--- config.mk ---
export PLATFORM = sky130hd
export DESIGN_NAME = dcache_setup
export DESIGN_NICKNAME = d
export VERILOG_FILES = /design/src/design/dcache_pkg.sv /design/src/design/dcache_setup.sv
export SDC_FILE = /design/constraint.sdc
export NUM_CORES = 1
export LEC_CHECK = 0
export BUFFER_PORTS_ARGS = -buffer_cell sky130_fd_sc_hd__buf_2
export CAP_MARGIN = 10
export CORE_MARGIN = 4
export CORE_UTILIZATION = 35
export DETAILED_ROUTE_END_ITERATION = 6
export PLACE_DENSITY = 0.69
export SYNTH_ARGS = -nofsm -noshare
export SYNTH_HDL_FRONTEND = slang
export SYNTH_SLANG_ARGS = --single-unit
--- constraint.sdc ---
create_clock -name clk_i -period 0.8 [get_ports clk_i]
set_input_delay 0.04 -clock clk_i [delete_from_list [all_inputs] [get_ports clk_i]]
set_output_delay 0.04 -clock clk_i [all_outputs]
set_load 0.1 [all_outputs]
--- src/design/dcache_pkg.sv ---
/* Data cache geometry constants, bus transfer type
   and the address decode union */

package dcache_pkg;

  // --------------------------------------------------------------------------
  // Geometry
  // --------------------------------------------------------------------------
  localparam int XLEN           = 32;
  localparam int BLOCK_WORDS    = 4;                          // Words per line
  localparam int SETS           = 16;
  localparam int IDX_BITS       = $clog2(SETS);
  localparam int OFFS_BITS      = $clog2(BLOCK_WORDS);        // Word offset in line
  localparam int TAG_BITS       = XLEN - IDX_BITS - OFFS_BITS - 2;
  localparam int BLK_BITS       = BLOCK_WORDS * XLEN;
  localparam int FLUSH_CNT_BITS = IDX_BITS;                   // One set per count

  // --------------------------------------------------------------------------
  // Types
  // --------------------------------------------------------------------------

  // Address word, as a plain value or split into cache fields
  typedef union packed {
    logic [XLEN-1:0] raw;
    struct packed {
      logic [TAG_BITS-1:0]  tag;
      logic [IDX_BITS-1:0]  idx;
      logic [OFFS_BITS-1:0] offs;
      logic [1:0]           byte_offs;                        // Byte within word
    } f;
  } dcache_adr_u;

  typedef enum logic {SINGLE, INCR} biu_type_e;               // Bus transfer type

endpackage

--- src/design/dcache_setup.sv ---
/* Address setup stage: request register and
   read index select for the tag and data arrays */

`timescale 1ns/1ps

module dcache_setup (
  input  logic                            clk_i,
  input  logic                            rst_ni,
  input  logic                            stall_i,
  input  logic                            req_i,
  input  logic                            we_i,
  input  logic [dcache_pkg::XLEN/8-1:0]   be_i,
  input  logic [dcache_pkg::XLEN-1:0]     adr_i,
  input  logic [dcache_pkg::XLEN-1:0]     d_i,
  output logic                            req_o,
  output logic                            we_o,
  output logic [dcache_pkg::XLEN/8-1:0]   be_o,
  output dcache_pkg::dcache_adr_u         adr_o,
  output logic [dcache_pkg::XLEN-1:0]     d_o,
  output logic [dcache_pkg::IDX_BITS-1:0] rd_idx_o
);
  import dcache_pkg::*;

  dcache_adr_u adr_in;                        // Incoming address, decoded
  logic        accept;

  assign adr_in.raw = adr_i;
  assign accept     = req_i & ~stall_i;

  // Valid flag drops while stalled, hit stage works from held payload
  always_ff @(posedge clk_i, negedge rst_ni) begin
    if (!rst_ni) req_o <= 1'b0;
    else         req_o <= accept;
  end

  always_ff @(posedge clk_i) begin
    if (accept) begin
      we_o  <= we_i;
      be_o  <= be_i;
      adr_o <= adr_in;
      d_o   <= d_i;
    end
  end

  // Arrays follow the request that enters the hit stage next
  assign rd_idx_o = accept ? adr_in.f.idx : adr_o.f.idx;

  // Requester keeps a stalled request and its payload in place
  assert property (@(posedge clk_i) disable iff (!rst_ni)
    req_i && stall_i |=> req_i && $stable({we_i, be_i, adr_i, d_i}));

endmodule

==> impl_metrics.ini, run 1 <==
[floorplan]
die-area_um2 = 7540
design.core.area_um2 = 5990
rows = 28
ios = 147
fp.dieH_um = 86.8
start_util_pct = 36.3
die_w_um = 86.8

[yosys]
synth_area_um2 = 2170
synth_area_per_cell_um2 = 28.6
synth_cell_type_count = 5
ys_seq_elements = 70
syn_inst = 76
ys_seq_area_share_pct = 96.4
yosys_warnings = 0
syn-num-nets = 149

[global_routing]
grt_start_max_net_pins = 25
grt_antenna_before_repair = 0
grt_overflow_total = 0
grt_pass1_wl_um = 12800
track_usage_pct = 24.7
grt_pass1_vias = 2003

[timing]
finalHoldViolations = 0
worstMarginPinSlew_ns = 0.220
finalWorstSetupSlack_ns = -0.487
rsz0062_at_grt = true
finalSetupViolations = 74
slew_viol_final = 0
fin_crit_ns = 1.29
fmax_mhz = 777
timing.hold.ws_ns = 0.332
period_share_pct = 161
slew_headroom_pct = 85.4

[setup_path]
cp.required_ns = 0.76
startpoint_type = register
end_kind = output port
crit_start = adr_o[4]
worst_ep_arrival_time_ns = 1.25
criticalPathCategory = reg2out
crit_fanout = 2

[detailed_routing]
antenna_left = 0
vias = 1823
viasPerCell = 4.62
drc = 0
initialDrtViolationCount = 111
routed_wl_um = 9780
firstDrtPassIters = 4
wl_per_cell_um = 24.8

[layout]
layout-drive-gt1-share_pct = 55.3
final_nets = 389
area_growth_pct = 137
utilization_pct = 86.0
n_antenna_cell = 0

[cts]
htreeDepth = 3
cts_made_buffers = 9
cts_buffer_depth = 2
clock_sinks = 70
cts-root-buf = clkbuf_8
cts_tree = done
clkTransAtPathRegs_ns = 0.08

[pwr]
p_seq_share_pct = 41.6
p_clk_share_pct = 25.3
internal-power_mw = 7.11
swShare_pct = 35.0
combinationalPowerShare_pct = 33.2
p_leak_nw = 2.14
power_density_nw_per_um2 = 2120
p_sw_mw = 3.83
max-vdd-ir-drop_mv = 1.53

[place]
dp_hpwl_um = 5240
globalplace.congestion = 0.768
io_buffers = 146
post-place-ws_ns = -0.189

[status]
status = finished, violations left
violations = setup timing

[worst_hold_path]
hold_depth = 4
hold_class = in2reg
hold_start = req_i

[run]
cap_violations = 0
-- routing by layer --
metal | share of wire (%) | track usage [%] | vias to the layer above
li1 | - | - | 785
met1 | 34 | 26.6 | 875
met2 | 53 | 44.4 | 132
met3 | 9.4 | 8.17 | 31
met4 | 3.6 | 9.77 | 0
met5 | 0 | 0 | -
-- critical path, cell delays in order, from the launching register on --
cell and delay (ns):
edfxtp_1 0.43, mux2_4 0.30, buf_12 0.17
-- registers in the layout, indices dropped and copies added (netlist names) --
signal	count
adr_o	32
d_o	32
be_o	4
req_o	1
we_o	1
-- final cells by class --
class                      instances  area (um2)
timing repair buffer             229        2700
multi-input combinational          5        73.8
fill                             228         838
clock buffer                      11         131
tap                               75        93.8
sequential                        70        2100
inverter                           1        7.51
clock inverter                     4        48.8
-- path summary, 6_finish.rpt --
| check | to |
|---|---|
| max | rd_idx_o[0] |
| min | req_o |
| max in group asynchronous | req_o |
| min in group asynchronous | req_o |
-- per-stage QoR --
step | instance area (um2) | setup TNS [ns] | cells | power, mW
floorplan | 2180 | -68.21 | 76 | 6.41
global placement | 4230 | -10.45 | 307 | 7.81
detailed placement | 4230 | -11.55 | 307 | 7.87
CTS | 5120 | -16.57 | 393 | 10.8
global route | 5150 | -19.53 | 395 | 11.3
finish | 5150 | -17.03 | 395 | 10.9
-- synth_stat cells (all sizes together) --
| master | count | area (um2) |
|---|---|---|
| dfrtp | 1 | 25.0 |
| edfxtp | 69 | 2070 |
| inv | 1 | 3.75 |
| mux2 | 4 | 60.1 |
| nand2b | 1 | 13.8 |
-- power by group through the flow --
stage	Sequential [mW]	Clock, mW	Combinational (mW)
floorplan	6.18	0	0.226
finish	4.55	2.77	3.63
detailed placement	4.60	0	3.27
CTS	4.52	2.70	3.56
global placement	4.57	0	3.24
global route	4.56	3.04	3.69
-- kinds of logic (layout without fill, tap and decap cells) --
kind of cell / Yosys count / after routing / synth area share (%)
flip-flops: 70 / 70 / 96.4
multiplexers: 4 / 4 / 2.76
AND/OR/NAND/NOR: 1 / 1 / 0.633
buffers and inverters: 1 / 245 / 0.172
-- cell usage in the layout, fill, tap and decap left out --
cell type,n
buf_2,72
edfxtp_1,69
dfrtp_2,1
nand2b_4,1
clkinvlp_4,3
dlygate4sd3_1,71
clkbuf_8,9
clkinv_1,1
buf_6,5
bufinv_16,1
clkbuf_1,2
buf_4,4
buf_12,77
mux2_4,4
-- repair_timing --
item                                    4_1_cts  5_1_grt
endpoints found under the setup margin       74       74
hold buffers                                 71        0
hold endpoints to repair                     70        0
setup buffers                                 1        4
resized for setup                             1        4
pin swaps                                     0        0
Power figures use the tool's default switching activity.
==> run 2, diff against run 1 <==
--- a/config.mk
+++ b/config.mk
@@ -7,7 +7,7 @@
 export LEC_CHECK = 0
 export BUFFER_PORTS_ARGS = -buffer_cell sky130_fd_sc_hd__buf_2
 export CAP_MARGIN = 10
-export CORE_MARGIN = 4
+export CORE_MARGIN = 3
 export CORE_UTILIZATION = 35
 export DETAILED_ROUTE_END_ITERATION = 6
 export PLACE_DENSITY = 0.69
==> impl_metrics.ini, run 2 (synthesized netlist as in run 1, its figures left out) <==
[pwr]
max-vdd-ir-drop_mv = 1.35
power_density_nw_per_um2 = 2120
power_mw = 10.8
p_leak_nw = 2.11

[setup_path]
crit_fanout = 2
criticalPathCategory = reg2out
end_kind = output port
startpoint_type = register
cp.required_ns = 0.76
crit_start = adr_o[6]
crit_end = rd_idx_o[2]
worst_ep_arrival_time_ns = 1.23

[layout]
area_growth_pct = 134
layout-drive-gt1-share_pct = 54.4
n_antenna_cell = 0
multi_input_area_um2 = 73.8
final_nets = 384
fill_cells = 263
seq_area_um2 = 2100
layout_common_cells = buf_12 (76), buf_2 (72), dlygate4sd3_1 (71)
fin_area_um2 = 5090
reg_top3 = adr_o: 32 flops, d_o: 32 flops, be_o: 4 flops
layout_commonest_cell = buf_12

[detailed_routing]
viasPerCell = 4.45
antenna_left = 0
initialDrtViolationCount = 102
routed_wl_um = 8460
vias = 1740
wl_per_cell_um = 21.6
firstDrtPassIters = 4
drc = 0

[cts]
cts_buffer_depth = 2
cts_made_buffers = 9
clock_sinks = 70
htreeDepth = 3
clkTransAtPathRegs_ns = 0.07
cts-root-buf = clkbuf_8
cts_tree = done

[timing]
finalSetupViolations = 74
slew_headroom_pct = 88.0
tns_ns = -15.97
worstMarginPinSlew_ns = 0.180
fmax_mhz = 788
fin_crit_ns = 1.27
finalHoldViolations = 0
finalWorstSetupSlack_ns = -0.470
slew_viol_final = 0
period_share_pct = 159
rsz0062_at_grt = true

[place]
globalplace.congestion = 0.741
post-place-ws_ns = -0.199
dp_hpwl_um = 4610
post_dp_cell_area_um2 = 4190
io_buffers = 146

[floorplan]
start_util_pct = 36.5
ios = 147
die-area_um2 = 7200
die_w_um = 84.8
fp.dieH_um = 84.8
rows = 28
design.core.area_um2 = 5960

[global_routing]
grt_antenna_before_repair = 0
grt_pass1_vias = 1960
grt_overflow_total = 0
grt_start_max_net_pins = 34
grt_pass1_wl_um = 12100
track_usage_pct = 23.9

[status]
violations = setup timing
status = finished, violations left

[run]
cap_violations = 0

[worst_hold_path]
hold_class = in2reg
[run 2: timing repair]
item	4_1_cts	5_1_grt
resized for setup	0	2
hold endpoints to repair	70	0
cloned	0	0
endpoints found under the setup margin	74	74
hold buffers	71	0
setup buffers	3	1
[run 2: where the power goes]
part,switching [mW],leakage [nW],internal [mW]
logic,2.21,1.36,1.35
registers,0.214,0.659,4.32
clock network,1.27,0.0884,1.42
[run 2: worst min path at each step]
stage,to,depth (start not counted),startpoint
global route,req_o,4,req_i
floorplan,req_o,0,rst_ni
CTS,req_o,4,req_i
detailed placement,req_o,1,rst_ni
finish,req_o,4,req_i
global placement,req_o,1,rst_ni
[run 2: cell type report]
class / count / area share [%]
Clock inverter: 5 / 0.983
Clock buffer: 11 / 2.58
Tap cell: 75 / 1.84
Sequential cell: 70 / 41.2
Multi-Input combinational cell: 5 / 1.45
Timing Repair Buffer: 224 / 51.8
Inverter: 1 / 0.147
[run 2: critical path, stage by stage (launching register included)]
cell and delay (ns):
edfxtp_1 0.43, mux2_4 0.30, buf_12 0.17
[run 2: per-layer routing]
layer	vias up	wire, um	GRT usage, %
met3	19	765	9.22
met5	-	0	0
li1	776	-	-
met2	106	4570	41.8
met1	839	2930	26.0
met4	0	199	9.78
[run 2: stage by stage]
step,hold WS (ns),util (%),instances
after floorplan,-0.256,-,76
after global placement,-0.184,70.4,304
after detailed placement,-0.181,70.4,304
after CTS,0.307,85.4,391
after global routing,0.368,85.5,391
final,0.343,85.5,391
==> run 3, diff against run 2 <==
--- a/config.mk
+++ b/config.mk
@@ -10,7 +10,7 @@
 export CORE_MARGIN = 3
 export CORE_UTILIZATION = 35
 export DETAILED_ROUTE_END_ITERATION = 6
-export PLACE_DENSITY = 0.69
+export PLACE_DENSITY = 0.72
 export SYNTH_ARGS = -nofsm -noshare
 export SYNTH_HDL_FRONTEND = slang
 export SYNTH_SLANG_ARGS = --single-unit
==> constraint.sdc (replaced) <==
create_clock -name clk_i -period 1 [get_ports clk_i]
set_input_delay 0.05 -clock clk_i [delete_from_list [all_inputs] [get_ports clk_i]]
set_output_delay 0.05 -clock clk_i [all_outputs]
set_load 0.1 [all_outputs]
==> impl_metrics.ini, run 3 (synthesized netlist as in run 1, its figures left out) <==
[cts]
cts_tree = done
htreeDepth = 3
clock_sinks = 70
cts-root-buf = clkbuf_8
clkTransAtPathRegs_ns = 0.08
cts_made_buffers = 9
cts_buffer_depth = 2

[timing]
fmax_mhz = 789
tns_ns = -2.38
period_share_pct = 127
finalWorstSetupSlack_ns = -0.268
worstMarginPinSlew_ns = 0.194
fin_crit_ns = 1.27
slew_headroom_pct = 87.1
slew_viol_final = 0
finalHoldViolations = 0
rsz0062_at_grt = true
finalSetupViolations = 41

[detailed_routing]
vias = 1742
antenna_left = 0
initialDrtViolationCount = 104
drc = 0
firstDrtPassIters = 4
wl_per_cell_um = 21.8
routed_wl_um = 8570
viasPerCell = 4.44

[global_routing]
grt_pass1_wl_um = 12400
track_usage_pct = 24.3
grt_antenna_before_repair = 0
grt_pass1_vias = 1955
grt_start_max_net_pins = 35
grt_overflow_total = 0

[setup_path]
startpoint_type = register
cpPeakStageDelay_ns = 0.42
crit_chain = mux2_4, buf_12
crit_fanout = 2
criticalPathCategory = reg2out
end_kind = output port
worst_ep_arrival_time_ns = 1.22
cp_slowest_cell = edfxtp_1
cp.required_ns = 0.95

[pwr]
p_sw_mw = 3.00
p_clk_share_pct = 25.9
internal-power_mw = 5.75
power_mw = 8.76
p_seq_share_pct = 41.5
p_leak_nw = 2.13
swShare_pct = 34.3
power_density_nw_per_um2 = 1710
combinationalPowerShare_pct = 32.7
max-vdd-ir-drop_mv = 1.54

[layout]
layout-drive-gt1-share_pct = 55.2
area_growth_pct = 135
layout_commonest_cell = buf_12
layout_common_cells = buf_12 (76), buf_2 (72), dlygate4sd3_1 (70)
n_antenna_cell = 0
reg_top3 = adr_o: 32 flops, d_o: 32 flops, be_o: 4 flops
multi_input_area_um2 = 73.8
fill_cells = 250
seq_area_um2 = 2100
final_nets = 385

[floorplan]
rows = 28
design.core.area_um2 = 5960
start_util_pct = 36.5
ios = 147
fp.dieH_um = 84.8
die_w_um = 84.8
die-area_um2 = 7200

[place]
globalplace.congestion = 0.757
io_buffers = 146
dp_hpwl_um = 4920

[run]
cap_violations = 0

[status]
violations = setup timing
status = finished, violations left

[worst_hold_path]
hold_class = in2async
## run 3: changes by cell type in the layout (fill, tap and decap cells not counted), sizes merged
cell and change:
clkbuf +1, dlygate4sd3 -1, clkinv -1, buf +2
## run 3: through the flow
stage	instances	hold slack, ns	util [%]	instance area [um2]	setup WS (ns)
after global routing	392	0.0453	85.8	5110	-0.328
final	392	0.0478	85.8	5110	-0.268
after detailed placement	304	-0.170	70.4	4190	0.00102
after floorplan	76	-0.246	-	2180	-0.605
after global placement	304	-0.175	70.4	4190	0.00616
after CTS	391	0.0218	85.7	5100	-0.265
## run 3: repair_timing
item                                    4_1_cts  5_1_grt
resized for setup                             3        2
hold buffers                                 70        0
cloned                                        0        0
pin swaps                                     0        0
buffers inserted                              3        3
endpoints found under the setup margin       65       74
hold endpoints to repair                     70        0
## run 3: cell type report
class                      count  share of cell area (%)
timing repair buffer         225                    51.8
multi-input combinational      5                    1.44
inverter                       1                   0.147
clock buffer                  12                    2.84
tap                           75                    1.84
clock inverter                 4                   0.930
sequential                    70                    41.0
## run 3: metal layers
| layer | wire length (um) | track usage [%] | up-vias |
|---|---|---|---|
| met2 | 4370 | 40.0 | 114 |
| met3 | 730 | 8.45 | 13 |
| met5 | 0 | 0 | - |
| met4 | 143 | 8.49 | 0 |
| li1 | - | - | 776 |
| met1 | 3320 | 30.0 | 839 |
## run 3: how the worst max path moves through the flow
stage                     cells past startpoint  startpoint          end  slack [ns]
after floorplan                               2     stall_i     adr_o[0]       -0.61
after global placement                        4     stall_i      d_o[25]       0.006
after detailed placement                      4     stall_i     adr_o[3]       0.001
after CTS                                     2    adr_o[4]  rd_idx_o[0]       -0.26
after global routing                          2    adr_o[5]  rd_idx_o[1]       -0.33
final                                         2    adr_o[4]  rd_idx_o[0]       -0.27
## run 3: power groups by stage
| stage | Combinational (mW) | Clock (mW) | Sequential [mW] |
|---|---|---|---|
| floorplan | 0.181 | 0 | 4.94 |
| global placement | 2.58 | 0 | 3.66 |
| detailed placement | 2.60 | 0 | 3.67 |
| CTS | 2.84 | 2.24 | 3.61 |
| global route | 2.91 | 2.48 | 3.64 |
| finish | 2.86 | 2.27 | 3.63 |
## run 3: critical path, delay by kind of cell (launching register included)
family | cells | cell delay, ns
DFF | 1 | 0.42
muxes | 1 | 0.30
buffers and inverters | 1 | 0.17
