$ cat config.mk
export PLATFORM = sky130hd
export DESIGN_NAME = dcache_biu_ctrl
export DESIGN_NICKNAME = d
export VERILOG_FILES = /design/src/design/dcache_pkg.sv /design/src/design/dcache_biu_ctrl.sv
export SDC_FILE = /design/constraint.sdc
export NUM_CORES = 1
export LEC_CHECK = 0
export BUFFER_PORTS_ARGS = -buffer_cell sky130_fd_sc_hd__buf_2
export CORE_MARGIN = 5
export CORE_UTILIZATION = 47
export CTS_CLUSTER_DIAMETER = 100
export DETAILED_ROUTE_END_ITERATION = 10
export PLACE_DENSITY_LB_ADDON = 0.12
export SLEW_MARGIN = 10
export SYNTH_ARGS = -nofsm -noshare
export SYNTH_HDL_FRONTEND = slang
export SYNTH_SLANG_ARGS = --single-unit
$ cat constraint.sdc
create_clock -name clk_i -period 14.9 [get_ports clk_i]
set_input_delay 2.98 -clock clk_i [delete_from_list [all_inputs] [get_ports clk_i]]
set_output_delay 2.98 -clock clk_i [all_outputs]
set_load 0.005 [all_outputs]
$ cat src/design/dcache_pkg.sv
/* Data cache geometry constants, bus transfer type
   and the address decode union */

package dcache_pkg;

  // --------------------------------------------------------------------------
  // Geometry
  // --------------------------------------------------------------------------
  localparam int XLEN           = 32;
  localparam int BLOCK_WORDS    = 4;                          // Words per line
  localparam int SETS           = 16;
  localparam int IDX_BITS       = $clog2(SETS);
  localparam int OFFS_BITS      = $clog2(BLOCK_WORDS);        // Word offset in line
  localparam int TAG_BITS       = XLEN - IDX_BITS - OFFS_BITS - 2;
  localparam int BLK_BITS       = BLOCK_WORDS * XLEN;
  localparam int FLUSH_CNT_BITS = IDX_BITS;                   // One set per count

  // --------------------------------------------------------------------------
  // Types
  // --------------------------------------------------------------------------

  // Address word, as a plain value or split into cache fields
  typedef union packed {
    logic [XLEN-1:0] raw;
    struct packed {
      logic [TAG_BITS-1:0]  tag;
      logic [IDX_BITS-1:0]  idx;
      logic [OFFS_BITS-1:0] offs;
      logic [1:0]           byte_offs;                        // Byte within word
    } f;
  } dcache_adr_u;

  typedef enum logic {SINGLE, INCR} biu_type_e;               // Bus transfer type

endpackage

$ cat src/design/dcache_biu_ctrl.sv
/* Bus sequencer: strobe phase, data beats,
   fill line assembly and single word writes */

`timescale 1ns/1ps

module dcache_biu_ctrl (
  input  logic                            clk_i,
  input  logic                            rst_ni,
  input  logic                            cmd_fill_i,
  input  logic                            cmd_write_i,
  input  logic [dcache_pkg::XLEN-1:0]     cmd_adr_i,
  input  logic [dcache_pkg::XLEN-1:0]     cmd_d_i,
  input  logic                            biu_stb_ack_i,
  input  logic                            biu_ack_i,
  input  logic [dcache_pkg::XLEN-1:0]     biu_q_i,
  output logic                            cmd_done_o,
  output logic [dcache_pkg::BLK_BITS-1:0] line_o,
  output logic                            biu_stb_o,
  output logic [dcache_pkg::XLEN-1:0]     biu_adr_o,
  output dcache_pkg::biu_type_e           biu_type_o,
  output logic                            biu_we_o,
  output logic [dcache_pkg::XLEN-1:0]     biu_d_o
);
  import dcache_pkg::*;

  localparam logic [1:0] IDLE = 2'd0;
  localparam logic [1:0] STB  = 2'd1;         // Waiting for strobe ack
  localparam logic [1:0] DATA = 2'd2;         // Counting beats

  logic [1:0]           state;
  logic [OFFS_BITS-1:0] beat_cnt;
  logic [BLK_BITS-1:0]  line_buf;
  logic                 start, last_beat;

  assign start      = (state == IDLE) & (cmd_fill_i | cmd_write_i);
  assign last_beat  = biu_we_o | (beat_cnt == OFFS_BITS'(BLOCK_WORDS - 1));
  assign cmd_done_o = (state == DATA) & biu_ack_i & last_beat;
  assign biu_stb_o  = (state == STB);
  assign line_o     = {biu_q_i, line_buf[BLK_BITS-1:XLEN]};  // Last word joins here

  always_ff @(posedge clk_i, negedge rst_ni) begin
    if (!rst_ni) begin
      state      <= IDLE;
      beat_cnt   <= '0;
      biu_type_o <= SINGLE;
      biu_we_o   <= 1'b0;
    end else begin
      case (state)
        IDLE: begin
          beat_cnt <= '0;
          if (start) begin
            state      <= STB;
            biu_we_o   <= cmd_write_i;
            biu_type_o <= cmd_fill_i ? INCR : SINGLE;
          end
        end
        STB: if (biu_stb_ack_i) state <= DATA;
        DATA: begin
          if (biu_ack_i) begin
            beat_cnt <= beat_cnt + 1'b1;
            if (last_beat) state <= IDLE;
          end
        end
        default: state <= IDLE;
      endcase
    end
  end

  // Address, write data and line buffer
  always_ff @(posedge clk_i) begin
    if (start) begin
      biu_adr_o <= cmd_adr_i;
      biu_d_o   <= cmd_d_i;
    end
    if (state == DATA && biu_ack_i) begin
      line_buf <= {biu_q_i, line_buf[BLK_BITS-1:XLEN]};  // Word 0 ends at the bottom
    end
  end

  // Strobe ack only for a live strobe, beats only in the data phase
  assert property (@(posedge clk_i) disable iff (!rst_ni) biu_stb_ack_i |-> biu_stb_o);
  assert property (@(posedge clk_i) disable iff (!rst_ni) biu_ack_i |-> state == DATA);

endmodule

==> qor.txt, run 1 <==
Max-Cap Viols - 0
Critical path's most frequent cell - buf_2
Yosys warns - 0
Antenna violations before repair - 0
Total CTS buffers - 17
Number of synthesized flops with an enable pin - 160
Crit path max fanout - 31
Crit. End Element - output pin
Fin crit share - 0.464
Most frequent cells in the layout - 297 x buf_2, 160 x edfxtp_1, 17 x clkbuf_16
Fmax - 0.145 GHz
Synth Area in Simple Gates - 0.0177
Final net count - 610
Distinct cells, synth - 24
Port Buf Inserts - 297
Drt pass-1 iters - 4
Tot Pwr - 0.00121 W
Dpl cells - 631
Largest net degree at the start of global routing - 68
Commonest non-fill, non-tap cell in the layout - buf_2
Leak Pwr - 3.04 nW
Final worst slack - 7.99 ns
Post-Synth Adder-Cell Area - 0.00233
Tmin final - 6.91 ns
Final Max Slew Viols - 0
Largest stage delay, worst path - 0.50 ns
# DRC - 0
Hold crit path type - flop to flop
Number of H-tree levels - 4
CTS tree - done
Ordered list of cells on the worst path - buf_2 > and3b_4 > o21a_1 > buf_2
Worst vdd ir - 0.106 mV
Post-CTS Repair Setup Buffers - 0
Synth-to-layout area growth - 36.1%
Die area - 13700 µm²
# clock sinks - 166
Via-to-Cell Ratio - 4.59
DR WL/cell - 17.8 µm
Rel. slew slack - 0.436
CTS clk-pin slew, worst paths - 0.06 ns
Critical path type - input port to output pin
Synth Instances - 223
Cell area power density - 166 nW/µm²
Placer Congestion - 0.723
Row count - 39
Mux share of post-synthesis cell area - 0
RSZ-0062 raised after global routing - false
Vias in the first global route - 3060
Total congestion overflow - 0
DR iter-0 viols - 174
Syn Nets - 326
Post-synth top flop - edfxtp_1
Core area - 11300 µm²
Hold Vio Cnt, Final - 0
Main combinational cell family by area after synthesis - buffers and inverters
Ports - 298
Initial Util - 0.474
Final Setup Violations - 0
Global-route wire length before repair - 16400 µm
Post-synthesis sequential area ratio - 0.923
Yosys reg bits - 166
Worst slew pin tran - 0.846 ns
Outcome - finished, final reports clean
CTS resizes - 0
Worst-case clock buffer depth - 2
Die Y - 117 µm
Layout cell share with drive strength beyond 1 - 0.631
Complex-gate fraction of the synthesized area - 0.00956
Setup Skew - 0.00763 ns
Via count - 3042
Avg Inst Size Synth - 24.1 µm²
DRT Wirelength - 11800 µm
Chip Width - 117 µm
Critical Path RT - 11.92 ns
Diode count - 0
Type of origin of the critical path - input port
DRT antenna net count - 0
Post-Route Setup TNS - 0 ns
Insertion delay to the later sink of the worst-skew pair - 0.41 ns
Xor and xnor area share after synthesis - 0
Final Instance Count excl. Fillers - 663
Worst path arrival time - 3.93 ns
Async S/R FF share, synth - 0.0361
Global-route usage over all layers - 0.167
Cell Area, Synth - 5370 µm²
Clk root buf - clkbuf_16
Pre-CTS setup slack - 7.96 ns
Hpwl dp - 9110 µm
CP max-delay cell - and3b_4
Hold buffer count at cts - 0
==> synth_stat cells (2+ instances only) <==
library cell	number	share of area
buf_2	2	0.0019
nor2b_1	2	0.0023
o21ai_0	2	0.0019
buf_4	32	0.045
nor3_1	2	0.0019
dfrtp_1	6	0.028
edfxtp_1	160	0.90
==> metrics by stage <==
stage	hold slack, ns	util	cell area, µm²
global placement	0.425	0.601	6810
finish	0.438	0.645	7310
floorplan	0.452	-	5370
global route	0.449	0.645	7310
detailed placement	0.427	0.601	6810
CTS	0.437	0.645	7310
==> report_power, final <==
part           internal [W]  switching, W
clock network      0.000209      0.000159
logic             0.0000761      0.000103
registers          0.000631     0.0000340
==> cell families (layout without fill, tap and decap cells) <==
| logic type | Yosys count | in the layout |
|---|---|---|
| DFF | 166 | 166 |
| AOI/OAI and AO/OA | 7 | 7 |
| adders and majority gates | 1 | 1 |
| and+or+nand+nor | 14 | 14 |
| buffers and inverters | 35 | 332 |
==> metal layers <==
layer | wire (µm) | share of wire | GRT usage
met1 | 3840 | 0.33 | 0.173
met2 | 6360 | 0.54 | 0.296
met3 | 1430 | 0.12 | 0.0679
met4 | 170 | 0.014 | 0.0734
met5 | 0 | 0 | 0
==> final timing paths <==
path	slack [ns]	from	to	cells past startpoint
worst max register to register	12.56	state[0]	line_buf[120]	2
max in group asynchronous	12.37	rst_ni	state[1]	1
worst max-delay path	7.99	biu_ack_i	cmd_done_o	4
worst min-delay path	0.44	line_buf[80]	line_buf[48]	0
min in group asynchronous	2.38	rst_ni	biu_type_o	1
worst min register to register	0.44	line_buf[80]	line_buf[48]	0
==> critical path: cells and delay by family <==
kind | cells | cell delay (ns)
buffers and inverters | 2 | 0.24
AND/OR/NAND/NOR | 1 | 0.50
AO/OA/AOI/OAI | 1 | 0.21
==> sequential cells by signal (all words and copies together) (netlist names) <==
signal	count
biu_type_o	1
line_buf	96
state	2
biu_we_o	1
beat_cnt	2
biu_d_o	32
biu_adr_o	32
==> final cells by class <==
cell class,instances,area (µm²)
flip-flops and latches,166,4950
repair buffers,299,1500
multi-input cells,22,168
clock buffers,20,437
inverters,1,3.75
clock inverters,12,63.8
well taps,143,179
fillers,823,4010
No activity file was read; power rests on OpenSTA's default activity.
==> run 2: changes to the inputs <==
Settings changed: CORE_UTILIZATION 47 to 44.
Clock period 14.9 ns to 6.6 ns, I/O delays scaled along.
==> qor.txt, run 2 (synthesis results as in run 1) <==
Outcome - finished, final reports clean (unchanged)
Tmin final - 3.39 ns
RR Startpoint - state[0] (unchanged)
DRT Wirelength - 12100 µm (was 11800 µm)
Final Setup Violations - 0 (unchanged)
Top reg by flops - line_buf (unchanged)
Worst slew pin tran - 0.996 ns (was 0.846 ns)
DR WL/cell - 18.2 µm (was 17.8 µm)
Hpwl dp - 9300 µm (was 9110 µm)
Commonest non-fill, non-tap cell in the layout - buf_2 (unchanged)
Via count - 3062 (was 3042)
Rel. slew slack - 0.336 (was 0.436)
Worst R2R End - line_buf[91] (was line_buf[120])
Cell area power density - 383 nW/µm² (was 166 nW/µm²)
Synth-to-layout area growth - 37.2% (was 36.1%)
Placer Congestion - 0.734 (was 0.723)
Initial Util - 0.449 (was 0.474)
RSZ-0062 raised after global routing - false (unchanged)
Hold crit path type - flop to flop (unchanged)
Post-Route Setup TNS - 0 ns (unchanged)
Global-route wire length before repair - 17600 µm (was 16400 µm)
Post-CTS Repair Setup Buffers - 0 (unchanged)
Max reg flops - 96 (unchanged)
Clk root buf - clkbuf_16 (unchanged)
Multi-input logic area - 168 µm² (unchanged)
Fin crit share - 0.513
# clock sinks - 166 (unchanged)
CTS tree - done (unchanged)
CTS resizes - 0 (unchanged)
Type of origin of the critical path - input port (unchanged)
DRT antenna net count - 0 (unchanged)
Critical path type - input port to output pin (unchanged)
Largest net degree at the start of global routing - 82 (was 68)
Hold Vio Cnt, Final - 0 (unchanged)
Via-to-Cell Ratio - 4.59 (about the same)
Biggest regs - line_buf: 96 flops, biu_adr_o: 32 flops, biu_d_o: 32 flops (unchanged)
Most frequent cells in the layout - 297 x buf_2, 160 x edfxtp_1, 17 x clkbuf_16 (unchanged)
Antenna violations before repair - 0 (unchanged)
Global-route usage over all layers - 0.166 (was 0.167)
Register area - 4950 µm² (unchanged)
Die Y - 120 µm (was 117 µm)
Drt pass-1 iters - 4 (unchanged)
Pre-CTS setup slack - 3.20 ns (was 7.96 ns)
Worst path arrival time - 2.07 ns (was 3.93 ns)
Number of H-tree levels - 4 (unchanged)
Port Buf Inserts - 297 (unchanged)
Diode count - 0 (unchanged)
Final worst slack - 3.21 ns (was 7.99 ns)
R2R cell count - 2 (unchanged)
Critical Path RT - 5.28 ns (was 11.92 ns)
CTS clk-pin slew, worst paths - 0.06 ns (about the same)
Total CTS buffers - 17 (unchanged)
Hold buffer count at cts - 0 (unchanged)
Worst setup path endpoint - cmd_done_o (unchanged)
Worst-case clock buffer depth - 2 (unchanged)
Layout cell share with drive strength beyond 1 - 0.635 (was 0.631)
Chip Width - 120 µm (was 117 µm)
Leak Pwr - 3.07 nW (was 3.04 nW)
Row count - 40 (was 39)
Setup Skew - 0.00374 ns (was 0.00763 ns)
Max-Cap Viols - 0 (unchanged)
Worst vdd ir - 0.222 mV (was 0.106 mV)
Die area - 14500 µm² (was 13700 µm²)
Ports - 298 (unchanged)
Crit. End Element - output pin (unchanged)
Vias in the first global route - 3112 (was 3060)
R2R Setup Slk - 4.33 ns (was 12.56 ns)
CP Launch Point - biu_ack_i (unchanged)
Final net count - 611 (was 610)
# DRC - 0 (unchanged)
Fmax - 0.295 GHz
Final Max Slew Viols - 0 (unchanged)
Fillers - 905 (was 823)
Crit path max fanout - 17 (was 31)
Insertion delay to the later sink of the worst-skew pair - 0.41 ns (about the same)
Total congestion overflow - 0 (unchanged)
Core area - 12000 µm² (was 11300 µm²)
DR iter-0 viols - 151 (was 174)
## run 2: changes by cell type in the layout (fill, tap and decap cells not counted), sizes merged
cell      delta
bufinv       +2
buf          +1
clkbuf       -1
clkinv       -1
clkinvlp     -1
## run 2: worst min-delay path by stage
stage | from | depth (start not counted) | endpoint | slack (ns)
after floorplan | line_buf[64] | 0 | line_buf[32] | 0.45
after CTS | line_buf[77] | 0 | line_buf[45] | 0.44
after global routing | line_buf[77] | 0 | line_buf[45] | 0.45
after global placement | line_buf[93] | 0 | line_buf[61] | 0.42
after detailed placement | line_buf[77] | 0 | line_buf[45] | 0.43
final | line_buf[99] | 0 | line_buf[67] | 0.44
## run 2: area by class of cell
cell class                      instances  area share
Multi-Input combinational cell         22      0.0228
Clock inverter                         12      0.0153
Inverter                                1    0.000510
Sequential cell                       166       0.673
Clock buffer                           19      0.0588
Timing Repair Buffer                  300       0.205
Tap cell                              147      0.0250
## run 2: power breakdown
part	switching [W]	leakage, nW	internal, W
sequential	0.0000751	1.55	0.00142
clock	0.000359	0.267	0.000546
combinational	0.000241	1.26	0.000176
total	0.000675	3.07	0.00215
## run 2: metrics by stage
stage	instance area, µm²	hold slack [ns]	total power [W]	utilization	cells
final	7360	0.441	0.00282	0.616	667
after global routing	7360	0.452	0.00297	0.616	667
after CTS	7360	0.442	0.00287	0.616	667
after detailed placement	6820	0.428	0.00195	0.570	636
after global placement	6820	0.424	0.00194	0.570	636
after floorplan	5370	0.452	0.00170	-	223
## run 2: per-layer routing
metal	track usage	share of wire
met5	0	0
met4	0.0779	0.022
met3	0.0800	0.12
met2	0.279	0.52
met1	0.174	0.34
## run 2: worst max-delay path, stage by stage
cell	delay, ns
buf_2	0.12
and3b_4	0.36
o21a_1	0.16
buf_2	0.10
==> run 3: changes to the inputs <==
Clock period 6.6 ns to 3.2 ns, I/O delays scaled along.
==> qor.txt, run 3 (synthesis results as in run 1) <==
Leak Pwr - 3.07 nW (about the same)
Fillers - 894 (was 905)
Total CTS buffers - 17 (unchanged)
DRT Wirelength - 12300 µm (was 12100 µm)
Worst setup path endpoint - cmd_done_o (unchanged)
Layout cell share with drive strength beyond 1 - 0.631 (was 0.635)
R2R cell count - 2 (unchanged)
Vias in the first global route - 3162 (was 3112)
Crit. End Element - output pin (unchanged)
Hold Vio Cnt, Final - 0 (unchanged)
DR WL/cell - 18.4 µm (was 18.2 µm)
Initial Util - 0.449 (unchanged)
Final net count - 611 (unchanged)
Max-Cap Viols - 0 (unchanged)
Drt pass-1 iters - 4 (unchanged)
Most frequent cells in the layout - 297 x buf_2, 160 x edfxtp_1, 17 x clkbuf_16 (unchanged)
Setup Skew - 0.00453 ns (was 0.00374 ns)
RR Startpoint - state[0] (unchanged)
Post-Route Setup TNS - 0 ns (unchanged)
R2R Setup Slk - 1.34 ns (was 4.33 ns)
Die area - 14500 µm² (unchanged)
Chip Width - 120 µm (unchanged)
Worst slew pin tran - 0.464 ns (was 0.996 ns)
Worst vdd ir - 0.366 mV (was 0.222 mV)
Register area - 4950 µm² (unchanged)
Worst R2R End - line_buf[103] (was line_buf[91])
Outcome - finished, final reports clean (unchanged)
Worst-case clock buffer depth - 2 (unchanged)
Post-CTS Repair Setup Buffers - 0 (unchanged)
CP max-delay cell - and3b_4 (unchanged)
DRT antenna net count - 0 (unchanged)
Placer Congestion - 0.765 (was 0.734)
Hpwl dp - 9410 µm (was 9300 µm)
Worst path arrival time - 1.76 ns (was 2.07 ns)
Global-route usage over all layers - 0.168 (was 0.166)
Final Max Slew Viols - 0 (unchanged)
Type of origin of the critical path - flop (was input port)
# clock sinks - 166 (unchanged)
CP top delay family - simple AND/OR/NAND/NOR gates (unchanged)
CP Launch Point - state[0] (was biu_ack_i)
# DRC - 0 (unchanged)
Top reg by flops - line_buf (unchanged)
CTS tree - done (unchanged)
Tmin final - 2.40 ns
CTS clk-pin slew, worst paths - 0.06 ns (about the same)
Final Setup Violations - 0 (unchanged)
Critical Path RT - 2.56 ns (was 5.28 ns)
Final Instance Count excl. Fillers - 669 (was 667)
Core area - 12000 µm² (unchanged)
Via-to-Cell Ratio - 4.61 (was 4.59)
Via count - 3081 (was 3062)
Synth-to-layout area growth - 37.2% (unchanged)
DR iter-0 viols - 251 (was 151)
Multi-input logic area - 174 µm² (was 168 µm²)
Final worst slack - 0.802 ns (was 3.21 ns)
Biggest regs - line_buf: 96 flops, biu_adr_o: 32 flops, biu_d_o: 32 flops (unchanged)
Largest stage delay, worst path - 0.57 ns (was 0.36 ns)
Tot Pwr - 0.00576 W (was 0.00282 W)
Pre-CTS setup slack - 1.09 ns (was 3.20 ns)
Crit path depth - 3 (was 4)
Max reg flops - 96 (unchanged)
Fmax - 0.417 GHz
Crit path max fanout - 20 (was 17)
Cell area power density - 782 nW/µm² (was 383 nW/µm²)
Dpl cells - 636 (unchanged)
Rel. slew slack - 0.690 (was 0.336)
Antenna violations before repair - 2 (was 0)
Port Buf Inserts - 297 (unchanged)
Commonest non-fill, non-tap cell in the layout - buf_2 (unchanged)
Fin crit share - 0.749
Ordered list of cells on the worst path - and3b_4 > o21a_1 > buf_2 (was buf_2 > and3b_4 > o21a_1 > buf_2)
Hold buffer count at cts - 0 (unchanged)
Critical path type - flop to output pin (was input port to output pin)
Number of H-tree levels - 4 (unchanged)
Insertion delay to the later sink of the worst-skew pair - 0.41 ns (about the same)
Worst path bufs/invs - 1 (was 2)
Global-route wire length before repair - 17900 µm (was 17600 µm)
Clk root buf - clkbuf_16 (unchanged)
Row count - 40 (unchanged)
RSZ-0062 raised after global routing - false (unchanged)
Ports - 298 (unchanged)
Util after Layout - 0.616 (unchanged)
Die Y - 120 µm (unchanged)
CTS resizes - 0 (unchanged)
Total congestion overflow - 0 (unchanged)
Hold crit path type - input port to asynchronous set/reset pin (was flop to flop)
Largest net degree at the start of global routing - 79 (was 82)
[run 3: cell count changes in the layout (fill, tap and decap cells not counted), sizes merged]
cell and delta:
clkinv +2, bufinv -1, clkbuf +1, clkinvlp -1
diode +1
[run 3: worst min-delay path by stage]
stage / slack, ns / depth (start not counted) / startpoint / end
detailed placement: 0.43 / 0 / line_buf[64] / line_buf[32]
floorplan: 0.34 / 0 / rst_ni / beat_cnt[0]
CTS: 0.03 / 1 / rst_ni / biu_type_o
global placement: 0.42 / 0 / line_buf[92] / line_buf[60]
global route: 0.03 / 1 / rst_ni / biu_type_o
finish: 0.04 / 1 / rst_ni / biu_type_o
[run 3: final cells by class]
class / count / area share
clock inverters: 12 / 0.0119
flip-flops and latches: 166 / 0.673
clock buffers: 20 / 0.0593
well taps: 147 / 0.0250
repair buffers: 300 / 0.207
multi-input cells: 22 / 0.0236
inverters: 1 / 0.000510
diodes: 1 / 0.000340
[run 3: routing by layer]
layer | vias up | share of wire | track usage
li1 | 1413 | - | -
met2 | 197 | 0.52 | 0.285
met3 | 23 | 0.12 | 0.0776
met4 | 2 | 0.017 | 0.0758
met1 | 1446 | 0.35 | 0.178
met5 | - | 0.0011 | 0
[run 3: report_power, final]
part | internal (W) | switching, W | leakage [nW]
logic | 0.000370 | 0.000485 | 1.26
registers | 0.00293 | 0.000161 | 1.55
clock network | 0.00105 | 0.000759 | 0.260
total | 0.00436 | 0.00141 | 3.07
[run 3: through the flow]
stage	hold WS, ns	cell area (µm²)
global route	0.0271	7360
CTS	0.0268	7360
finish	0.0439	7360
global placement	0.424	6840
floorplan	0.344	5380
detailed placement	0.427	6840
