<file path="src/design/dcache_pkg.sv">
/* Data cache geometry constants, bus transfer type
   and the address decode union */

package dcache_pkg;

  // --------------------------------------------------------------------------
  // Geometry
  // --------------------------------------------------------------------------
  localparam int XLEN           = 32;
  localparam int BLOCK_WORDS    = 4;                          // Words per line
  localparam int SETS           = 16;
  localparam int IDX_BITS       = $clog2(SETS);
  localparam int OFFS_BITS      = $clog2(BLOCK_WORDS);        // Word offset in line
  localparam int TAG_BITS       = XLEN - IDX_BITS - OFFS_BITS - 2;
  localparam int BLK_BITS       = BLOCK_WORDS * XLEN;
  localparam int FLUSH_CNT_BITS = IDX_BITS;                   // One set per count

  // --------------------------------------------------------------------------
  // Types
  // --------------------------------------------------------------------------

  // Address word, as a plain value or split into cache fields
  typedef union packed {
    logic [XLEN-1:0] raw;
    struct packed {
      logic [TAG_BITS-1:0]  tag;
      logic [IDX_BITS-1:0]  idx;
      logic [OFFS_BITS-1:0] offs;
      logic [1:0]           byte_offs;                        // Byte within word
    } f;
  } dcache_adr_u;

  typedef enum logic {SINGLE, INCR} biu_type_e;               // Bus transfer type

endpackage

</file>
<file path="src/design/dcache_hit.sv">
/* Hit stage with the front-end FSM: hit return,
   miss fill, write-through and flush walk */

`timescale 1ns/1ps

module dcache_hit #(
  parameter int WAYS = 2
) (
  input  logic                                  clk_i,
  input  logic                                  rst_ni,
  input  logic                                  req_i,
  input  logic                                  we_i,
  input  logic [dcache_pkg::XLEN/8-1:0]         be_i,
  input  dcache_pkg::dcache_adr_u               adr_i,
  input  logic [dcache_pkg::XLEN-1:0]           d_i,
  input  logic                                  hit_i,
  input  logic [WAYS-1:0]                       ways_hit_i,
  input  logic [dcache_pkg::BLK_BITS-1:0]       line_i,
  input  logic                                  flush_req_i,
  input  logic                                  cmd_done_i,
  input  logic [dcache_pkg::BLK_BITS-1:0]       fill_line_i,
  output logic                                  stall_o,
  output logic                                  ack_o,
  output logic [dcache_pkg::XLEN-1:0]           q_o,
  output logic                                  flushing_o,
  output logic                                  flush_rdy_o,
  output logic                                  filling_o,
  output logic [dcache_pkg::TAG_BITS-1:0]       cmp_tag_o,
  output logic                                  st_we_o,
  output logic [WAYS-1:0]                       st_ways_o,
  output logic [dcache_pkg::IDX_BITS-1:0]       st_idx_o,
  output logic [dcache_pkg::OFFS_BITS-1:0]      st_offs_o,
  output logic [dcache_pkg::XLEN/8-1:0]         st_be_o,
  output logic [dcache_pkg::XLEN-1:0]           st_d_o,
  output logic                                  fill_we_o,
  output logic [dcache_pkg::IDX_BITS-1:0]       fill_idx_o,
  output logic [dcache_pkg::TAG_BITS-1:0]       fill_tag_o,
  output logic                                  inv_o,
  output logic [dcache_pkg::FLUSH_CNT_BITS-1:0] inv_idx_o,
  output logic                                  cmd_fill_o,
  output logic                                  cmd_write_o,
  output logic [dcache_pkg::XLEN-1:0]           cmd_adr_o,
  output logic [dcache_pkg::XLEN-1:0]           cmd_d_o
);
  import dcache_pkg::*;

  localparam logic [1:0] IDLE  = 2'd0;
  localparam logic [1:0] FILL  = 2'd1;
  localparam logic [1:0] WRITE = 2'd2;
  localparam logic [1:0] FLUSH = 2'd3;

  logic [1:0]                state;
  logic [FLUSH_CNT_BITS-1:0] flush_cnt;
  logic                      idle_req;
  logic [XLEN-1:0]           hit_word, fill_word, merged;

  assign idle_req  = (state == IDLE) & req_i;
  assign hit_word  = line_i[adr_i.f.offs*XLEN +: XLEN];
  assign fill_word = fill_line_i[adr_i.f.offs*XLEN +: XLEN];

  // Store data merged over the cached word, whole word on a miss
  always_comb begin
    merged = hit_i ? hit_word : d_i;
    for (int b = 0; b < XLEN/8; b++) begin
      if (be_i[b]) merged[8*b +: 8] = d_i[8*b +: 8];
    end
  end

  // --------------------------------------------------------------------------
  // Front-end FSM
  // --------------------------------------------------------------------------
  always_ff @(posedge clk_i, negedge rst_ni) begin
    if (!rst_ni) begin
      state     <= IDLE;
      flush_cnt <= '0;
    end else begin
      case (state)
        IDLE: begin
          flush_cnt <= '0;                    // Walk restarts at set 0
          if (req_i) begin
            if (we_i)        state <= WRITE;
            else if (!hit_i) state <= FILL;
          end else if (flush_req_i) begin
            state <= FLUSH;
          end
        end
        FILL, WRITE: if (cmd_done_i) state <= IDLE;
        FLUSH: begin
          flush_cnt <= flush_cnt + 1'b1;
          if (flush_cnt == FLUSH_CNT_BITS'(SETS - 1)) state <= IDLE;
        end
        default: state <= IDLE;
      endcase
    end
  end

  // CPU side
  assign stall_o = (state != IDLE) | (req_i & (we_i | ~hit_i)) | flush_req_i;
  assign ack_o   = (idle_req & ~we_i & hit_i) | ((state == FILL || state == WRITE) & cmd_done_i);
  assign q_o     = (state == FILL) ? fill_word : hit_word;

  assign flushing_o  = (state == FLUSH);
  assign flush_rdy_o = (state != FLUSH) & ~flush_req_i;
  assign filling_o   = (state == FILL);      // Freezes replacement
  assign cmp_tag_o   = adr_i.f.tag;

  // Store hit update
  assign st_we_o   = idle_req & we_i & hit_i;
  assign st_ways_o = ways_hit_i;
  assign st_idx_o  = adr_i.f.idx;
  assign st_offs_o = adr_i.f.offs;
  assign st_be_o   = be_i;
  assign st_d_o    = d_i;

  // Line fill, written as the last beat arrives
  assign fill_we_o  = (state == FILL) & cmd_done_i;
  assign fill_idx_o = adr_i.f.idx;
  assign fill_tag_o = adr_i.f.tag;

  assign inv_o     = (state == FLUSH);
  assign inv_idx_o = flush_cnt;

  // Bus commands
  assign cmd_fill_o  = idle_req & ~we_i & ~hit_i;
  assign cmd_write_o = idle_req & we_i;
  assign cmd_adr_o   = we_i ? {adr_i.raw[XLEN-1:2], 2'b00}
                            : {adr_i.f.tag, adr_i.f.idx, {OFFS_BITS+2{1'b0}}};
  assign cmd_d_o     = merged;

endmodule

</file>
<file path="config.mk">
export PLATFORM = sky130hd
export DESIGN_NAME = dcache_hit
export DESIGN_NICKNAME = d
export VERILOG_FILES = /design/src/design/dcache_pkg.sv /design/src/design/dcache_hit.sv
export SDC_FILE = /design/constraint.sdc
export NUM_CORES = 1
export LEC_CHECK = 0
export ABC_AREA = 1
export ABC_CLOCK_PERIOD_IN_PS = 1910
export BUFFER_PORTS_ARGS = -buffer_cell sky130_fd_sc_hd__buf_4
export CAP_MARGIN = 20
export CORE_AREA = 2 2 208 210
export DETAILED_ROUTE_END_ITERATION = 8
export DIE_AREA = 0 0 210 212
export HOLD_SLACK_MARGIN = 0.05
export SETUP_SLACK_MARGIN = 0.2
export SYNTH_ARGS = -nofsm -noshare
export SYNTH_HDL_FRONTEND = slang
export SYNTH_SLANG_ARGS = --single-unit
</file>
<file path="constraint.sdc">
create_clock -name clk_i -period 1.91 [get_ports clk_i]
set_clock_uncertainty 0.1 [all_clocks]
set_input_delay 0.191 -clock clk_i [delete_from_list [all_inputs] [get_ports clk_i]]
set_output_delay 0.191 -clock clk_i [all_outputs]
set_load 0.05 [all_outputs]
</file>
==> results of run 1 <==
## stage by stage
stage          area (um^2)  setup TNS, ns
2_1_floorplan         4440          -1.15
3_3_place_gp          7440              0
4_1_cts               8420              0
3_5_place_dp          7440              0
6_report              8730              0
5_1_grt               8730              0
## kinds of logic after synthesis
| logic type | synth area share, % |
|---|---|
| simple gates | 52.3 |
| buf+inv | 30.0 |
| compound gates | 12.4 |
| flops | 3.56 |
| fa+ha+maj | 1.48 |
| xor+xnor | 0.207 |
| other cells | 0.0888 |
## cell usage in the layout (no fill, tap or decap), drive strengths merged
cell / count
nand4: 1
conb: 2
diode: 2
clkinvlp: 1
dlygate4sd3: 1
nand2: 303
or2: 4
inv: 12
nand3: 100
bufbuf: 6
o31ai: 1
a21oi: 6
nor3: 3
nor2: 136
dfrtp: 6
xor2: 1
and3: 1
o21ai: 97
buf: 460
nand3b: 1
clkbuf: 4
ha: 5
## layout make-up
cell class	instances	area, um^2
Clock buffer	3	75.1
Inverter	13	75.1
Timing Repair Buffer	468	4340
Tap cell	546	683
Sequential cell	6	151
Multi-Input combinational cell	661	3400
Fill cell	4782	33800
Antenna cell	2	5.00
## cells in the mapped netlist (all sizes together)
master and count:
buf 167, clkbuf 16, nand3 100, o31ai 1, a21oi 6, ha 5
dfrtp 6, and3 1, xor2 1, nor2 136, o21ai 97, nand4 1
or2 4, nor3 3, nand3b 1, nand2 303, conb 1, inv 13
## power by group through the flow
stage	Clock, mW	Combinational [mW]	Sequential [mW]
floorplan	0	3.50	0.237
global placement	0	4.91	0.196
detailed placement	0	4.92	0.198
CTS	0.339	6.23	0.204
global route	0.350	6.78	0.210
finish	0.334	6.46	0.204
## layer usage
metal / track usage (%) / vias up / routed length (um)
li1: - / 3211 / -
met1: 14.0 / 3038 / 11500
met2: 19.6 / 412 / 13400
met3: 2.39 / 70 / 2210
met4: 6.19 / 0 / 1430
met5: 0 / - / 0
## flip-flops by register name, indices dropped and copies added, names as in the netlist
signal and cells:
inv_idx_o 4, state 2
## path summary, 6_finish.rpt
check | endpoint | slack (ns) | cells past startpoint | startpoint
worst max-delay path | q_o[15] | 0.09 | 6 | state[0]
worst min register to register | inv_idx_o[0] | 0.44 | 1 | inv_idx_o[0]
worst max register to register | state[0] | 0.31 | 9 | state[0]
worst min-delay path | inv_idx_o[1] | 0.21 | 2 | rst_ni
min in group clk_i | state[0] | 0.21 | 4 | req_i
max in group asynchronous | state[0] | 1.37 | 2 | rst_ni
## repair_timing
| item | 4_1_cts | 5_1_grt |
|---|---|---|
| endpoints found under the hold margin | 6 | 0 |
| gates resized for setup | 126 | 57 |
| setup endpoints to repair | 49 | 60 |
| cloned | 11 | 1 |
| setup buffers | 5 | 3 |
| pin swaps | 31 | 11 |
| hold buffers | 1 | 0 |
==> metrics.cfg, run 1 <==
[outcome]
status=finished, final reports clean

[cells_and_area]
drive_gt1_share_pct=51.7
utilization_pct=20.5
fin_nets=1491
instances_no_fill=1699
area_growth_pct=107

[floorplanning]
die_w_um=210
die_area_mm2=0.0445
core_area_mm2=0.0425
rows=76
initial_core_util_pct=9.93
io_pins=539
die_h_um=212

[critical_path]
end_kind=output port
max_stage_delay_ns=0.43
worst-path-max-fanout=10
worst-path-buf-inv=3
path_cells=ha_4 > inv_8 > buf_12 > nand3_1 > nand2_2 > buf_4
start_kind=flip-flop
cp_slowest_cell=dfrtp_2
path_class=flip-flop to output port
critical_path.top_delay_family=buffers and inverters
critPathArrivalTime_ns=1.53
cp.required_ns=1.62

[power_and_ir_drop]
vdd_drop_max_v=0.000774
pwr-share-comb_pct=92.3
switching_share_pct=56.1
p_int_mw=3.07
power_mw=7.00
leakage_nw=4.48
p_sw_mw=3.92
power_density_mw_per_mm2=802
power_frac_seq_pct=2.9
clockPowerShare_pct=4.8

[timing]
fin_crit_sh_pct=95.1
setup_ws_ns=0.0929
fmaxAchievable_ghz=0.550
hold_ws_ns=0.207
rsz0062_at_grt=true
finalSetupViolCount=0
slew_viol_final=0
min_period_ns=1.82
hold_viol=0

[synthesis]
synth_top_area_cell=nand2_1
synth_cell_types=23
synth-seq-cells=6
seq_area_frac_synth_pct=3.56
netlist_instances=862
avgSynthCellArea_um2=4.90
synth_top_area_share_pct=26.9
netlist_area_mm2=0.00422
yosysWarningCount=0
yosys-top-cells-area=nand2_1 (27%), buf_4 (23%), nor2_1 (12%)

[place]
post-dp-hpwl_um=20900
dp.cells=1673
dp_slack_ns=0.0609
place_congestion=0.878
io_buffers=418

[routing]
vias=6731
drcViolationCount=0
wirelength_um=28500
ant_nets=0
drt_iter0_drc=381
wl_per_cell_um=16.8
first_pass_iters=5
via_per_inst=3.96

[clocking]
numCtsBuffers=3
clock_path_buffers=2
root_buffer=clkbuf_16
clk_pin_slew_ns=0.03
clk_latency_ns=0.22
cts_tree=yes
cts-htree-levels=1
cts.sinks=6

[global_route]
grt_pass1_vias=6387
track_usage_pct=11.7
gr-total-overflow=0
grt_max_degree=36
antenna_found_initial=2
grt_pass1_wl_um=38900

[run]
maxCapViolations=0

[worst_hold_path]
min_path_type=input pin to asynchronous set/reset pin

Power figures use the tool's default switching activity.
==> run 2: changes to the inputs <==
--- a/config.mk
+++ b/config.mk
@@ -13,6 +13,7 @@
 export DETAILED_ROUTE_END_ITERATION = 8
 export DIE_AREA = 0 0 210 212
 export HOLD_SLACK_MARGIN = 0.05
+export PLACE_DENSITY = 0.35
 export SETUP_SLACK_MARGIN = 0.2
 export SYNTH_ARGS = -nofsm -noshare
 export SYNTH_HDL_FRONTEND = slang
==> run 2 against run 1 <==
- utilization down 0.61 points
- die area unchanged
- worst setup slack better by 0.011 ns
- flip-flop and latch count is the same
- global-route usage is 0.21 points lower
- hold slack lost 0.0055 ns
- via count down 5.8%
- sequential power about the same
- non-clock buffer count grew 2
- sequential share of layout area is 0.053 points higher
- critical path type unchanged
- critical endpoint is now q_o[22]
- highest routed layer is now met5
==> metrics.cfg, run 2 (same netlist as run 1, synthesis figures left out) <==
[floorplanning]
initial_core_util_pct=9.93
die_h_um=212
die_w_um=210
rows=76
io_pins=539
core_area_mm2=0.0425
die_area_mm2=0.0445

[cells_and_area]
final_common_cell=buf_4
final_cell_mix=buf_4 (397), nand2_1 (247), nor2_1 (135)
multiInputGateArea_mm2=0.00331
fin_area_mm2=0.00847
nFillCells=4900
utilization_pct=19.9
area_growth_pct=101
regArea_um2=151
instances_no_fill=1701
largest_reg_flops=4
fin_nets=1493
drive_gt1_share_pct=50.5

[clocking]
clk_pin_slew_ns=0.04
numCtsBuffers=3
root_buffer=clkbuf_16
cts-htree-levels=1
cts_tree=yes
clk_latency_ns=0.23
cts.sinks=6
clock_path_buffers=2

[power_and_ir_drop]
p_sw_mw=3.87
vdd_drop_max_v=0.000432
pwr-share-comb_pct=92.1
clockPowerShare_pct=4.9
switching_share_pct=56.0
p_int_mw=3.03
leakage_nw=4.41
power_density_mw_per_mm2=814
power_frac_seq_pct=3.0

[routing]
ant_nets=0
drt_iter0_drc=211
first_pass_iters=4
wl_per_cell_um=16.3
drcViolationCount=0
vias=6342
wirelength_um=27800
via_per_inst=3.73

[timing]
fmaxAchievable_ghz=0.554
hold_viol=0
setup_ws_ns=0.104
fin_crit_sh_pct=94.6
slew_viol_final=0
rsz0062_at_grt=true
hold_ws_ns=0.202
min_period_ns=1.81
finalSetupViolCount=0

[critical_path]
critPathArrivalTime_ns=1.52
start_kind=flip-flop
path_class=flip-flop to output port
cp_slowest_cell=dfrtp_2
worst-path-max-fanout=8
cp.required_ns=1.62
path_cells=ha_4 > inv_8 > buf_12 > nand3_1 > nand2_2 > buf_8
critical_path.top_delay_family=buffers and inverters
max_stage_delay_ns=0.43
worst-path-buf-inv=3
r2r-start=state[1]
end_kind=output port
startpoint=state[0]

[place]
place_congestion=0.761
dp_slack_ns=0.149
placed_cell_area_mm2=0.00744
post-dp-hpwl_um=21000
dp.cells=1678
io_buffers=418

[worst_hold_path]
min_path_type=input pin to flip-flop
min_from=req_i

[outcome]
status=finished, final reports clean

[global_route]
track_usage_pct=11.5
gr-total-overflow=0
grt_max_degree=59
antenna_found_initial=2
grt_pass1_wl_um=38600
grt_pass1_vias=6308

[run]
maxCapViolations=0

run 2: changes by cell type in the layout (fill, tap and decap cells not counted), sizes merged:
| cell | before | now |
|---|---|---|
| clkinv | 0 | 1 |
| bufbuf | 6 | 1 |
| buf | 460 | 466 |
| clkbuf | 4 | 5 |
| inv | 12 | 11 |
run 2: path summary, 6_finish.rpt:
check | to | slack (ns) | cells past startpoint
min reg2reg | inv_idx_o[1] | 0.47 | 2
max in group asynchronous | state[0] | 1.37 | 2
max | q_o[22] | 0.10 | 6
max reg2reg | inv_idx_o[3] | 0.31 | 8
min in group asynchronous | inv_idx_o[0] | 0.21 | 2
min | state[1] | 0.20 | 4
run 2: worst reg2reg max path, cell delays in order (launching register included):
cell,delay (ns)
dfrtp_1,0.35
inv_2,0.06
buf_4,0.13
ha_1,0.32
inv_1,0.09
buf_4,0.13
nand4_1,0.09
xor2_1,0.15
nor2_1,0.09
run 2: routing by layer:
layer	track usage (%)	share of wire, %
met5	0	0.047
met4	2.69	2.3
met3	2.56	7.6
met2	21.7	52
met1	13.0	38
run 2: layout make-up:
class	count	area share (%)
inverter	13	0.886
timing repair buffer	470	49.3
multi-input combinational	661	39.0
clock buffer	3	0.886
antenna	2	0.0591
sequential	6	1.79
tap	546	8.07
run 2: what timing repair did:
| action | in CTS | in global routing |
|---|---|---|
| cloned | 6 | 3 |
| endpoints found under the setup margin | 41 | 69 |
| buffers inserted | 5 | 3 |
| endpoints found under the hold margin | 6 | 0 |
| hold buffers | 1 | 0 |
| resized for setup | 106 | 63 |
| pin swaps | 19 | 17 |
run 2: power groups by stage:
stage | combinational (mW) | clock, mW | sequential (mW)
2_1_floorplan | 3.50 | 0 | 0.237
3_5_place_dp | 4.91 | 0 | 0.207
5_1_grt | 6.74 | 0.356 | 0.210
6_report | 6.35 | 0.340 | 0.206
3_3_place_gp | 4.93 | 0 | 0.205
4_1_cts | 5.97 | 0.348 | 0.207
run 2: metrics by stage:
| stage | setup TNS [ns] | total power, mW |
|---|---|---|
| final | 0 | 6.90 |
| after global routing | 0 | 7.31 |
| after CTS | 0 | 6.52 |
| after detailed placement | 0 | 5.12 |
| after global placement | 0 | 5.14 |
| after floorplan | -1.15 | 3.73 |
==> run 3: changes to the inputs <==
--- a/config.mk
+++ b/config.mk
@@ -14,6 +14,7 @@
 export DIE_AREA = 0 0 210 212
 export HOLD_SLACK_MARGIN = 0.05
 export PLACE_DENSITY = 0.35
+export REMOVE_ABC_BUFFERS = 1
 export SETUP_SLACK_MARGIN = 0.2
 export SYNTH_ARGS = -nofsm -noshare
 export SYNTH_HDL_FRONTEND = slang
==> run 3 against run 2 <==
- global-route usage up 1.3 points
- first-iteration DRC count up 26%
- die area unchanged
- flip-flop and latch count unchanged
==> metrics.cfg, run 3 (same netlist as run 1, synthesis figures left out) <==
[power_and_ir_drop]
power_mw=6.11
clockPowerShare_pct=5.6
switching_share_pct=57.4
leakage_nw=4.20
power_density_mw_per_mm2=767
p_int_mw=2.60
vdd_drop_max_v=0.000501
pwr-share-comb_pct=91.1
p_sw_mw=3.51
power_frac_seq_pct=3.3

[clocking]
clk_latency_ns=0.23
clock_path_buffers=2
root_buffer=clkbuf_16
cts-htree-levels=1
numCtsBuffers=3
cts.sinks=6
clk_pin_slew_ns=0.03
cts_tree=yes

[routing]
drt_iter0_drc=266
vias=6477
drcViolationCount=0
wirelength_um=31600
via_per_inst=3.81
wl_per_cell_um=18.6
first_pass_iters=4
ant_nets=0

[global_route]
use_met3_pct=6.26
antenna_found_initial=2
grt_pass1_vias=6391
grt_max_degree=67
gr-usage-met1_pct=15.6
top_usage_layer=met2
gr-total-overflow=0
use_met2_pct=20.7
track_usage_pct=12.8
grt_pass1_wl_um=42400

[cells_and_area]
nFillCells=4938
drive_gt1_share_pct=43.3
final_common_cell=buf_4
fin_nets=1490
fin_area_mm2=0.00797
utilization_pct=18.7
final_cell_mix=buf_4 (401), nand2_1 (299), nor2_1 (135)
area_growth_pct=88.6
largest_reg_flops=4

[critical_path]
reg2reg_slack_ns=0.27
r2r-start=state[1]
max_stage_delay_ns=0.39
cp_slowest_cell=dfrtp_1
cp.required_ns=1.62
worst-path-buf-inv=4
path_class=flip-flop to output port
end_kind=output port
critical_path.top_delay_family=buffers and inverters
critPathArrivalTime_ns=1.50
start_kind=flip-flop
worst-path-max-fanout=6
path_cells=inv_2 > ha_4 > inv_8 > buf_12 > nand3_1 > nand2_2 > buf_8
r2r_cells=9
r2r-end=inv_idx_o[3]

[worst_hold_path]
min_path_type=input pin to flip-flop
min_delay_worst_endpoint=state[1]
min_from=req_i
whs_path_depth=4

[place]
placed_cell_area_mm2=0.00723
place_congestion=0.809
io_buffers=418
post-dp-hpwl_um=24300

[timing]
slew_viol_final=0
hold_viol=0
tns_ns=0
min_period_ns=1.79
fmaxAchievable_ghz=0.557
fin_crit_sh_pct=94.0
finalSetupViolCount=0
rsz0062_at_grt=true

[floorplanning]
io_pins=539
initial_core_util_pct=9.93
core_area_mm2=0.0425
rows=76
die_area_mm2=0.0445
die_w_um=210
die_h_um=212

[run]
maxCapViolations=0

[outcome]
status=finished, final reports clean

## run 3: cell type report
class / count / area, um^2 / share of cell area, %
timing repair buffer: 467 / 4030 / 50.6
inverter: 13 / 68.8 / 0.864
sequential: 6 / 151 / 1.90
multi-input combinational: 661 / 2950 / 37.0
tap: 546 / 683 / 8.58
antenna: 2 / 5.00 / 0.0628
clock buffer: 3 / 75.1 / 0.943
## run 3: tightest hold or removal path: cells and delay by family
kind | cells | cell delay, ns
and+or+nand+nor | 2 | 0.13
AOI/OAI and AO/OA | 1 | 0.08
buffers and inverters | 1 | 0.12
## run 3: power by group through the flow
stage | logic [mW] | registers (mW) | clock network, mW
final | 5.57 | 0.204 | 0.341
after floorplan | 2.49 | 0.236 | 0
after CTS | 5.40 | 0.201 | 0.346
after global placement | 4.78 | 0.200 | 0
after global routing | 5.93 | 0.211 | 0.353
after detailed placement | 4.77 | 0.201 | 0
## run 3: timing repair
item,4_1_cts,5_1_grt
gates resized for setup,78,18
setup endpoints to repair,41,72
endpoints found under the hold margin,6,0
pin swaps,10,2
hold buffers,1,0
gates cloned,3,4
setup buffers,2,6
## run 3: worst max-delay path by stage
stage               depth (start not counted)      end     start  slack [ns]
floorplan                                   5   q_o[0]  state[1]       -1.06
global placement                            8   q_o[2]  adr_i[2]        0.16
detailed placement                          6  q_o[29]  state[1]        0.16
CTS                                         6  q_o[29]  state[0]         0.1
global route                                7  q_o[24]  state[1]        0.02
finish                                      7   q_o[8]  state[1]        0.12
## run 3: through the flow
| stage | hold slack [ns] | cells | setup WS (ns) |
|---|---|---|---|
| floorplan | -0.205 | 680 | -1.06 |
| global placement | -0.0960 | 1677 | 0.156 |
| detailed placement | -0.0915 | 1677 | 0.157 |
| CTS | 0.226 | 1686 | 0.0990 |
| global route | 0.241 | 1696 | 0.0219 |
| finish | 0.225 | 1698 | 0.115 |
## run 3: layer usage
metal  vias to the layer above  wire [um]
met5                         -        223
met4                         4        124
met3                        15       3950
met2                       370      14100
met1                      2887      13100
li1                       3201          -
